<file path="config.mk">
export PLATFORM = sky130hd
export DESIGN_NAME = mesh_router
export DESIGN_NICKNAME = d
export VERILOG_FILES = /design/src/design/noc_pkg.sv /design/src/design/flit_if.sv /design/src/design/input_queue.sv /design/src/design/mesh_router.sv /design/src/design/output_switch.sv /design/src/design/packet_arbiter.sv /design/src/design/route_xy.sv
export SDC_FILE = /design/constraint.sdc
export NUM_CORES = 1
export LEC_CHECK = 0
export ABC_AREA = 1
export BUFFER_PORTS_ARGS = -buffer_cell sky130_fd_sc_hd__buf_4
export CAP_MARGIN = 20
export CORE_UTILIZATION = 30
export CTS_BUF_LIST = sky130_fd_sc_hd__clkbuf_2 sky130_fd_sc_hd__clkbuf_4 sky130_fd_sc_hd__clkbuf_8
export CTS_CLUSTER_DIAMETER = 50
export DETAILED_ROUTE_END_ITERATION = 10
export GPL_TIMING_DRIVEN = 0
export MAX_ROUTING_LAYER = met4
export PLACE_DENSITY = 0.47
export SLEW_MARGIN = 20
export SYNTH_ARGS = -nofsm -noshare
export SYNTH_HDL_FRONTEND = slang
export SYNTH_HIERARCHICAL = 1
export SYNTH_SLANG_ARGS = --single-unit
</file>
<file path="constraint.sdc">
create_clock -name clk -period 16.47 [get_ports clk]
set_input_delay 2.4705 -clock clk [delete_from_list [all_inputs] [get_ports clk]]
set_output_delay 2.4705 -clock clk [all_outputs]
set_load 0.01 [all_outputs]
</file>
<file path="src/design/noc_pkg.sv">
package noc_pkg;

    localparam int FLIT_W    = 32;
    localparam int COORD_W   = 2;
    localparam int NUM_PORTS = 5;

    // Destination fields inside a head flit.
    localparam int DST_X_LSB = 0;
    localparam int DST_Y_LSB = 2;

    typedef logic [FLIT_W-1:0]  flit_t;
    typedef logic [COORD_W-1:0] coord_t;    // 4x4 mesh.
    typedef logic [2:0]         port_idx_t;

    // North is Y+1, east is X+1.
    localparam port_idx_t PORT_LOCAL = 3'd0;
    localparam port_idx_t PORT_NORTH = 3'd1;
    localparam port_idx_t PORT_EAST  = 3'd2;
    localparam port_idx_t PORT_SOUTH = 3'd3;
    localparam port_idx_t PORT_WEST  = 3'd4;

    typedef enum logic {
        ARB_IDLE = 1'b0,
        ARB_BUSY = 1'b1    // Locked to one input until tlast.
    } arb_state_t;

endpackage

</file>
<file path="src/design/flit_if.sv">
`timescale 1ns/1ps

interface flit_if
    import noc_pkg::*;
();

    flit_t     tdata;
    logic      tlast;
    logic      tvalid;
    logic      tready;
    port_idx_t port;      // Output picked by the route decoder.

    modport sender (
        output tdata,
        output tlast,
        output tvalid,
        output port,
        input  tready
    );

    modport receiver (
        input  tdata,
        input  tlast,
        input  tvalid,
        input  port,
        output tready
    );

endinterface

</file>
<file path="src/design/input_queue.sv">
`timescale 1ns/1ps

module input_queue
    import noc_pkg::*;
#(
    parameter int FIFO_DEPTH = 4
)(
    input  logic   clk,
    input  logic   arst_n_i,
    input  flit_t  in_tdata_i,
    input  logic   in_tlast_i,
    input  logic   in_tvalid_i,
    output logic   in_tready_o,
    flit_if.sender deq
);

    localparam int PTR_W = (FIFO_DEPTH > 1) ? $clog2(FIFO_DEPTH) : 1;
    localparam int CNT_W = $clog2(FIFO_DEPTH + 1);

    flit_t            data_mem [FIFO_DEPTH];
    logic             last_mem [FIFO_DEPTH];
    logic [PTR_W-1:0] wr_ptr_q;
    logic [PTR_W-1:0] rd_ptr_q;
    logic [CNT_W-1:0] count_q;
    logic             wr_en;
    logic             rd_en;

    assign in_tready_o = (count_q != CNT_W'(FIFO_DEPTH));
    assign wr_en       = in_tvalid_i && in_tready_o;
    assign rd_en       = deq.tvalid && deq.tready;

    assign deq.tvalid = (count_q != '0);
    assign deq.tdata  = data_mem[rd_ptr_q];
    assign deq.tlast  = last_mem[rd_ptr_q];
    assign deq.port   = PORT_LOCAL;   // Filled in by route_xy.

    always_ff @(posedge clk) begin
        if (wr_en) begin
            data_mem[wr_ptr_q] <= in_tdata_i;
            last_mem[wr_ptr_q] <= in_tlast_i;
        end
    end

    always_ff @(posedge clk or negedge arst_n_i) begin
        if (!arst_n_i) begin
            wr_ptr_q <= '0;
            rd_ptr_q <= '0;
            count_q  <= '0;
        end else begin
            if (wr_en) begin
                wr_ptr_q <= (wr_ptr_q == PTR_W'(FIFO_DEPTH - 1)) ? '0 : wr_ptr_q + 1'b1;
            end
            if (rd_en) begin
                rd_ptr_q <= (rd_ptr_q == PTR_W'(FIFO_DEPTH - 1)) ? '0 : rd_ptr_q + 1'b1;
            end
            case ({wr_en, rd_en})
                2'b10:   count_q <= count_q + 1'b1;
                2'b01:   count_q <= count_q - 1'b1;
                default: count_q <= count_q;    // Both or neither.
            endcase
        end
    end

    a_no_overflow: assert property (@(posedge clk) disable iff (!arst_n_i)
        (count_q <= CNT_W'(FIFO_DEPTH)) &&
        ((int'(wr_ptr_q) - int'(rd_ptr_q) + FIFO_DEPTH) % FIFO_DEPTH ==
         int'(count_q) % FIFO_DEPTH))
        else $error("input_queue: occupancy above FIFO_DEPTH or out of step with pointers");

endmodule

</file>
<file path="src/design/mesh_router.sv">
`timescale 1ns/1ps

module mesh_router
    import noc_pkg::*;
#(
    parameter coord_t ROUTER_X   = 2'd0,
    parameter coord_t ROUTER_Y   = 2'd0,
    parameter int     FIFO_DEPTH = 4
)(
    input  logic  clk,
    input  logic  arst_n_i,
    input  flit_t in_tdata_i   [NUM_PORTS],
    input  logic  in_tlast_i   [NUM_PORTS],
    input  logic  in_tvalid_i  [NUM_PORTS],
    output logic  in_tready_o  [NUM_PORTS],
    output flit_t out_tdata_o  [NUM_PORTS],
    output logic  out_tlast_o  [NUM_PORTS],
    output logic  out_tvalid_o [NUM_PORTS],
    input  logic  out_tready_i [NUM_PORTS]
);

    flit_if queue_out [NUM_PORTS] ();
    flit_if route_out [NUM_PORTS] ();
    flit_if arb_out ();

    for (genvar i = 0; i < NUM_PORTS; i++) begin : g_chan
        input_queue #(
            .FIFO_DEPTH (FIFO_DEPTH)
        ) u_queue (
            .clk         (clk),
            .arst_n_i    (arst_n_i),
            .in_tdata_i  (in_tdata_i[i]),
            .in_tlast_i  (in_tlast_i[i]),
            .in_tvalid_i (in_tvalid_i[i]),
            .in_tready_o (in_tready_o[i]),
            .deq         (queue_out[i])
        );

        route_xy #(
            .ROUTER_X (ROUTER_X),
            .ROUTER_Y (ROUTER_Y)
        ) u_route (
            .clk      (clk),
            .arst_n_i (arst_n_i),
            .up       (queue_out[i]),
            .down     (route_out[i])
        );
    end

    // One packet crosses the router at a time.
    packet_arbiter u_arbiter (
        .clk      (clk),
        .arst_n_i (arst_n_i),
        .req      (route_out),
        .grant    (arb_out)
    );

    output_switch u_switch (
        .in           (arb_out),
        .out_tdata_o  (out_tdata_o),
        .out_tlast_o  (out_tlast_o),
        .out_tvalid_o (out_tvalid_o),
        .out_tready_i (out_tready_i)
    );

endmodule

</file>
<file path="src/design/output_switch.sv">
`timescale 1ns/1ps

module output_switch
    import noc_pkg::*;
(
    flit_if.receiver in,
    output flit_t    out_tdata_o  [NUM_PORTS],
    output logic     out_tlast_o  [NUM_PORTS],
    output logic     out_tvalid_o [NUM_PORTS],
    input  logic     out_tready_i [NUM_PORTS]
);

    logic [NUM_PORTS-1:0] valid_vec;
    logic                 port_ok;

    for (genvar i = 0; i < NUM_PORTS; i++) begin : g_out
        assign valid_vec[i]    = in.tvalid && (in.port == port_idx_t'(i));
        assign out_tvalid_o[i] = valid_vec[i];
        assign out_tdata_o[i]  = in.tdata;     // Shared by all outputs.
        assign out_tlast_o[i]  = in.tlast;
    end

    assign port_ok  = (in.port < port_idx_t'(NUM_PORTS));

    // Ready comes back only from the addressed output.
    assign in.tready = port_ok ? out_tready_i[in.port] : 1'b0;

    a_one_valid: assert final (!in.tvalid || $onehot(valid_vec))
        else $error("output_switch: valid flit not on exactly one output");

endmodule

</file>
<file path="src/design/packet_arbiter.sv">
`timescale 1ns/1ps

module packet_arbiter
    import noc_pkg::*;
(
    input  logic     clk,
    input  logic     arst_n_i,
    flit_if.receiver req [NUM_PORTS],
    flit_if.sender   grant
);

    arb_state_t           state_q;
    port_idx_t            rr_ptr_q;     // Last input served.
    port_idx_t            owner_q;
    logic                 pend_q;       // Head offered, not yet taken.
    port_idx_t            winner;
    port_idx_t            sel;
    logic                 any_valid;
    logic                 xfer;
    logic [NUM_PORTS-1:0] req_valid;
    logic [NUM_PORTS-1:0] req_last;
    flit_t                req_data [NUM_PORTS];
    port_idx_t            req_port [NUM_PORTS];

    for (genvar i = 0; i < NUM_PORTS; i++) begin : g_req
        assign req_valid[i]  = req[i].tvalid;
        assign req_last[i]   = req[i].tlast;
        assign req_data[i]   = req[i].tdata;
        assign req_port[i]   = req[i].port;
        assign req[i].tready = grant.tready && (sel == port_idx_t'(i));
    end

    // Search starts one past the last input served.
    always_comb begin
        int idx;
        winner    = rr_ptr_q;
        any_valid = 1'b0;
        for (int k = 1; k <= NUM_PORTS; k++) begin
            idx = (int'(rr_ptr_q) + k) % NUM_PORTS;
            if (!any_valid && req_valid[idx]) begin
                winner    = port_idx_t'(idx);
                any_valid = 1'b1;
            end
        end
    end

    assign sel = ((state_q == ARB_BUSY) || pend_q) ? owner_q : winner;

    assign grant.tvalid = req_valid[sel];
    assign grant.tdata  = req_data[sel];
    assign grant.tlast  = req_last[sel];
    assign grant.port   = req_port[sel];
    assign xfer         = grant.tvalid && grant.tready;

    always_ff @(posedge clk or negedge arst_n_i) begin
        if (!arst_n_i) begin
            state_q  <= ARB_IDLE;
            rr_ptr_q <= PORT_LOCAL;
            owner_q  <= PORT_LOCAL;
            pend_q   <= 1'b0;
        end else begin
            if (grant.tvalid) begin
                owner_q <= sel;
            end
            case (state_q)
                ARB_IDLE: begin
                    pend_q <= grant.tvalid && !grant.tready;
                    if (xfer && !grant.tlast) begin
                        state_q <= ARB_BUSY;
                    end
                end
                ARB_BUSY: begin
                    if (xfer && grant.tlast) begin
                        state_q <= ARB_IDLE;
                    end
                end
                default: state_q <= ARB_IDLE;
            endcase
            if (xfer && grant.tlast) begin
                rr_ptr_q <= sel;    // Packet done.
            end
        end
    end

    a_grant_locked: assert property (@(posedge clk) disable iff (!arst_n_i)
        (((state_q == ARB_BUSY) && !(xfer && grant.tlast)) ||
         (grant.tvalid && !grant.tready))
        |=> (sel == $past(sel)))
        else $error("packet_arbiter: grant moved inside a packet or a stalled offer");

endmodule

</file>
<file path="src/design/route_xy.sv">
`timescale 1ns/1ps

module route_xy
    import noc_pkg::*;
#(
    parameter coord_t ROUTER_X = 2'd0,
    parameter coord_t ROUTER_Y = 2'd0
)(
    input  logic     clk,
    input  logic     arst_n_i,
    flit_if.receiver up,
    flit_if.sender   down
);

    logic      head_q;      // Next flit starts a packet.
    port_idx_t port_q;
    port_idx_t head_port;
    coord_t    dst_x;
    coord_t    dst_y;
    logic      xfer;

    assign dst_x = up.tdata[DST_X_LSB +: COORD_W];
    assign dst_y = up.tdata[DST_Y_LSB +: COORD_W];

    // X first, then Y.
    always_comb begin
        if (dst_x > ROUTER_X) begin
            head_port = PORT_EAST;
        end else if (dst_x < ROUTER_X) begin
            head_port = PORT_WEST;
        end else if (dst_y > ROUTER_Y) begin
            head_port = PORT_NORTH;
        end else if (dst_y < ROUTER_Y) begin
            head_port = PORT_SOUTH;
        end else begin
            head_port = PORT_LOCAL;
        end
    end

    assign xfer = up.tvalid && down.tready;

    always_ff @(posedge clk or negedge arst_n_i) begin
        if (!arst_n_i) begin
            head_q <= 1'b1;
        end else if (xfer) begin
            head_q <= up.tlast;
        end
    end

    always_ff @(posedge clk) begin
        if (xfer && head_q) begin
            port_q <= head_port;    // Held for the body flits.
        end
    end

    assign down.port   = head_q ? head_port : port_q;
    assign down.tdata  = up.tdata;
    assign down.tlast  = up.tlast;
    assign down.tvalid = up.tvalid;
    assign up.tready   = down.tready;

endmodule

</file>
# --- Word-level counts from Yosys, hierarchy flattened ---
# Memories as Yosys holds them, arrays and structs flattened.
# Index checks and enable logic that the tools add are counted.
# Widths: inputs -> output; s select.
totals:
  wordCells: 278
  ramBits: 660
  memories: 10
  out_inout_bits: 175
  in_bits: 177
  reg_bits: 63
op_classes:
  n_eq_ne: 33
  n_mux: 92
  n_reduce_logical: 52
  n_bitwise: 3
  magnitude_cmp: 29
  add_sub_neg: 25
  n_div: 5
memory_table:
  columns: ["memory", "words", "word_bits", "rd", "rd_ports_with_merged_regs", "write_ports", "line_no", "rtl"]
  rows:
  - ["g_chan[0].u_queue.data_mem", 4, 32, 1, 0, 1, "input_queue.sv:20", "flit_t data_mem [FIFO_DEPTH];"]
  - ["g_chan[1].u_queue.data_mem", 4, 32, 1, 0, 1, "input_queue.sv:20", null]
  - ["g_chan[2].u_queue.data_mem", 4, 32, 1, 0, 1, "input_queue.sv:20", null]
  - ["g_chan[3].u_queue.data_mem", 4, 32, 1, 0, 1, "input_queue.sv:20", null]
  - ["g_chan[4].u_queue.data_mem", 4, 32, 1, 0, 1, "input_queue.sv:20", null]
  - ["g_chan[0].u_queue.last_mem", 4, 1, 1, 0, 1, "input_queue.sv:21", "logic last_mem [FIFO_DEPTH];"]
  - ["4 more memories", null, null, null, null, null, null, null]
ops:
  columns: ["cell", "count"]
  rows:
  - ["$lt 32x5->1 const B", 5]
  - ["$mod 32x4->32 const B", 5]
  - ["$bmux 32 s3", 1]
  - ["$mux 3", 28]
  - ["$mux 32", 2]
  - ["$logic_and 1x1->1", 33]
  - ["$mux 1", 31]
  - ["$eq 2x2->1 const B", 15]
  - ["$mux 2", 15]
  - ["$pmux 3 s2", 5]
  - ["$bmux 1 s3", 8]
  - ["$add 2x1->2 const B", 10]
  - ["$gt 2x1->1 const B", 10]
  - ["$lt 2x1->1 const B", 10]
  - ["$add 3x1->3 const B", 5]
  - ["$ne 3x3->1 const B", 5]
  - ["$reduce_bool 3->1", 5]
  - ["$sub 3x1->3 const B", 5]
  - ["$eq 3x2->1 const B", 4]
  - ["$eq 2x1->1 const B", 5]
  - ["$reduce_bool 2->1", 5]
  - ["$bmux 3 s3", 1]
  - ["$add 3x2->4 const B", 2]
  - ["$add 3x3->4 const B", 2]
  - ["12 further kinds", 22]

# --- Logic depth before layout (Yosys ltp) ---
depth:
  word_depth: 32
  ltp_mapped: 57

# --- Modules after synthesis ---
# Netlist, hierarchy kept.
modules_own_cells:
  columns: ["module", "area_per_inst_um2", "seq_area_each_um2", "cells_per_inst", "n_inst"]
  rows:
  - ["input_queue", 5908.2, 4139.0, 448, 5]
  - ["packet_arbiter", 3508.4, 200.2, 620, 1]
  - ["route_xy", 435.4, 86.3, 57, 5]
  - ["output_switch", 1330.0, 0.0, 187, 1]

# --- Worst setup path before layout ---
# Ideal clock, no wire load.
synth_path:
  path_kind: "register to output"
  startpoint: "reg u_arbiter.rr_ptr_q[0]"
  endpoint: "out out_tvalid_o[1] (netlist bit)"
  path_stages_with_launch: 36
  required_ns: 13.999
  slack_ns: 9.186
  path_buffers: 4
  arrival_time_ns: 4.813
  cell_sequence: "dfrtp_1 -> buf_4 -> inv_2 -> ha_1 -> buf_2 -> inv_1 -> ha_1 -> inv_1 -> nand4_1 -> nand2_1 -> xor2_1 -> ha_1 -> inv_1 -> or2_2 -> nand3_2 -> nand2_4 -> nand2_2 -> nand3_1 -> nand3_1 -> nand2_2 -> nand2_2 -> nand2_4 -> nor2_8 -> nand2_4 -> o21ai_1 -> inv_1 -> nand2_1 -> nand2_2 -> buf_8 -> nor2_4 -> buf_2 -> nand2_1 -> nand4_1 -> a22o_1 -> inv_2 -> nor3_1"
synth_lines:
  columns: ["element", "line_no", "rtl"]
  rows:
  - ["start: declaration", "packet_arbiter.sv:13", "port_idx_t rr_ptr_q;"]
  - ["start signal: assignment", "packet_arbiter.sv:80", "rr_ptr_q <= sel;"]
  - ["end: declaration", "mesh_router.sv:18", "output logic out_tvalid_o [NUM_PORTS],"]

==> metrics.md <==
| Metric | Value |
|---|---|
| IO Count | between 300 and 400 |
| PortBufs | 350 |
| Hold Path Class | reg2reg |
| Max Freq | 104.9 MHz |
| Slew @ Worst Pin | 0.9501 ns |
| Crit-path leading delay family | simple AND/OR/NAND/NOR gates |
| Pins Over Slew Limit | 0 |
| Ys Warns | 6 |
| Detailed router's first-iteration violation count | 1507 |
| Hold-fix buffers at CTS | 0 |
| Antenna Nets Post-Route | 0 |
| Mean Syn Cell Area | 11.00 um2 |
| Max-cap violations | 0 |
| Setup Buffers After CTS | 0 |
| Worst clock skew | 0.06837 ns |
| Hold_ws | between 0.4 and 0.5 ns |
| Area growth syn-to-layout | 22.13% |
| Critical path buffers and inverters | 11 |
| RSZ-0062 raised after global routing | false |
| DP HPWL | 80780 um |
| Tmin final | 9.536 ns |
| CTS tree | built |
| Initial antenna violation count | 9 |
| WP data required | 14.00 ns |
| Vias in the first global route | 23.63k |
| Cts repair resizes | 0 |
| GP Congestion | 0.8527 |
| Global-route wire length before repair | ~160000 um |
| Vias | 24.28k |
| Core ar. | between 100000 and 150000 um2 |
| Met3 usage | about 3.4% |
| Cell mode on critical path | nand2_2 |
| Arrival time at the worst endpoint | 7.07 ns |
| Routing usage on met2 | 29.47% |
| Met1 usage | approximately 22% |
| Pre-Repair DR Iteration Count | 7 |
| Setup crit start | u_arbiter/rr_ptr_q[0]$_DFFE_PN0P_ |
| DRC Markers | 0 |
| Slew margin rel. | between 30% and 40% |
| CP max stage cell | dfrtp_1 |
| Global Route Usage Sum | 18.19% |
| Grt total ovfl | 0 |
| Mapped Cells | ~3.3k |
| Startpoint Class | flop |
| Setup-failing EPs final | 0 |
| Critical Path Sink Type | primary output |
| Die Y | ~350 um |
| TritonCTS buffer count | 139 |
| Die X | 350.5 um |
| Final WL | roughly 110000 um |
| Largest net degree at the start of global routing | about 50 |
| Grt peak-use layer | met2 |
| R2r startpoint | u_arbiter/rr_ptr_q[0]$_DFFE_PN0P_ |
| Vias per inst | 4.378 |
| Clock Path Buffers | 3 |
| Final TNS setup | 0 ns |
| Setup CP Type | reg2out |
| DR WL/cell | 19.72 um |
| Starting Density | 30.32% |
| Worst Hold Launch | g_chan[4].u_route/head_q$_DFFE_PN1P_ |
| Fin crit share | 57.90% |
| Die ar. | approximately 120000 um2 |
| Final hold violation count | 0 |
| Post-Syn Area | 36420 um2 |
| Outcome | complete, no violations |
| Cell Rows | ~130 |
| Worst-Skew Late Latency | approximately 0.84 ns |
| Fraction of layout cells with a size suffix above 1 | 34.73% |
| Clock root cell | clkbuf_8 |
| Worst Path Max Fanout | 12 |
| Clock Sinks | 718 |
| H-tree Lvls | 4 |
| Max incr delay on CP | roughly 0.47 ns |
| Layout net count | ~4k |
| Fin util | 37.03% |
| Clock transition at path regs | 0.06 ns |
| Post-Syn Nets | 3550 |
## routing by layer
| metal | part of all wire (%) | wire length, um |
|---|---|---|
| met1 | 43 | 47370 |
| met2 | 49 | 53070 |
| met3 | 5.2 | 5661 |
| met4 | 3.0 | 3261 |
| met5 | 0 | 0 |
## final cells by class
type	instances	area [um2]
diodes	7	17.52
plain buffers	482	3641
clock buffers	184	2276
clock inverters	59	478.0
fillers	11960	75640
inverters	478	1804
multi-input cells	1634	9803
flip-flops and latches	718	21330
well taps	1612	2017
repair buffers	372	3123
## flip-flops by register name, summed over array words and instances (netlist names), named ones only
signal,flops
u_arbiter/rr_ptr_q,3
g_chan.u_queue/last_mem,20
g_chan.u_queue/rd_ptr_q,10
u_arbiter/pend_q,1
g_chan.u_queue/count_q,15
g_chan.u_route/head_q,5
u_arbiter/owner_q,3
g_chan.u_queue/wr_ptr_q,10
g_chan.u_route/port_q,10
g_chan.u_queue/data_mem,640
## worst min-delay path: stages, from the launching register on
cell and delay, ns:
dfstp_2 0.37, nand2_1 0.06, nand2_1 0.04
## stage by stage
stage	instances	area [um2]	setup slack, ns
final	5546	44490	6.934
after global routing	5545	44480	6.352
after CTS	5539	44470	6.773
after detailed placement	5296	41720	7.770
after global placement	5274	41070	7.790
after floorplan	3312	36420	9.186
## path summary, 6_finish.rpt
| kind | slack [ns] | endpoint | cells after the start |
|---|---|---|---|
| setup / recovery | 6.93 | out_tvalid_o[1] | 36 |
| hold / removal | 0.47 | g_chan[4].u_route/head_q$_DFFE_PN1P_ | 2 |
| setup reg to reg | 7.71 | g_chan[3].u_queue/count_q[2]$_DFFE_PN0P_ | 51 |
| hold reg to reg | 0.47 | g_chan[4].u_route/head_q$_DFFE_PN1P_ | 2 |
| max in group asynchronous | 14.04 | g_chan[3].u_queue/wr_ptr_q[1]$_DFFE_PN0P_ | 1 |
| min in group asynchronous | 1.78 | g_chan[4].u_queue/wr_ptr_q[0]$_DFFE_PN0P_ | 1 |
## placed cells by master, fill, tap and decap left out, drive strengths merged, types with 7 or more instances in the layout
cell	instances
clkbuf	193
diode	7
nand3	119
buf	845
clkinvlp	9
inv	486
nand4	47
o21ai	29
nor3	7
nor2	58
o211ai	331
ha	56
a21oi	10
clkinv	38
a22o	35
nand2	914
edfxtp	670
dfrtp	43
Power is left out: the tool's default activity adds up to more than one toggle a clock period on the data nets, which glitch-free logic cannot reach.
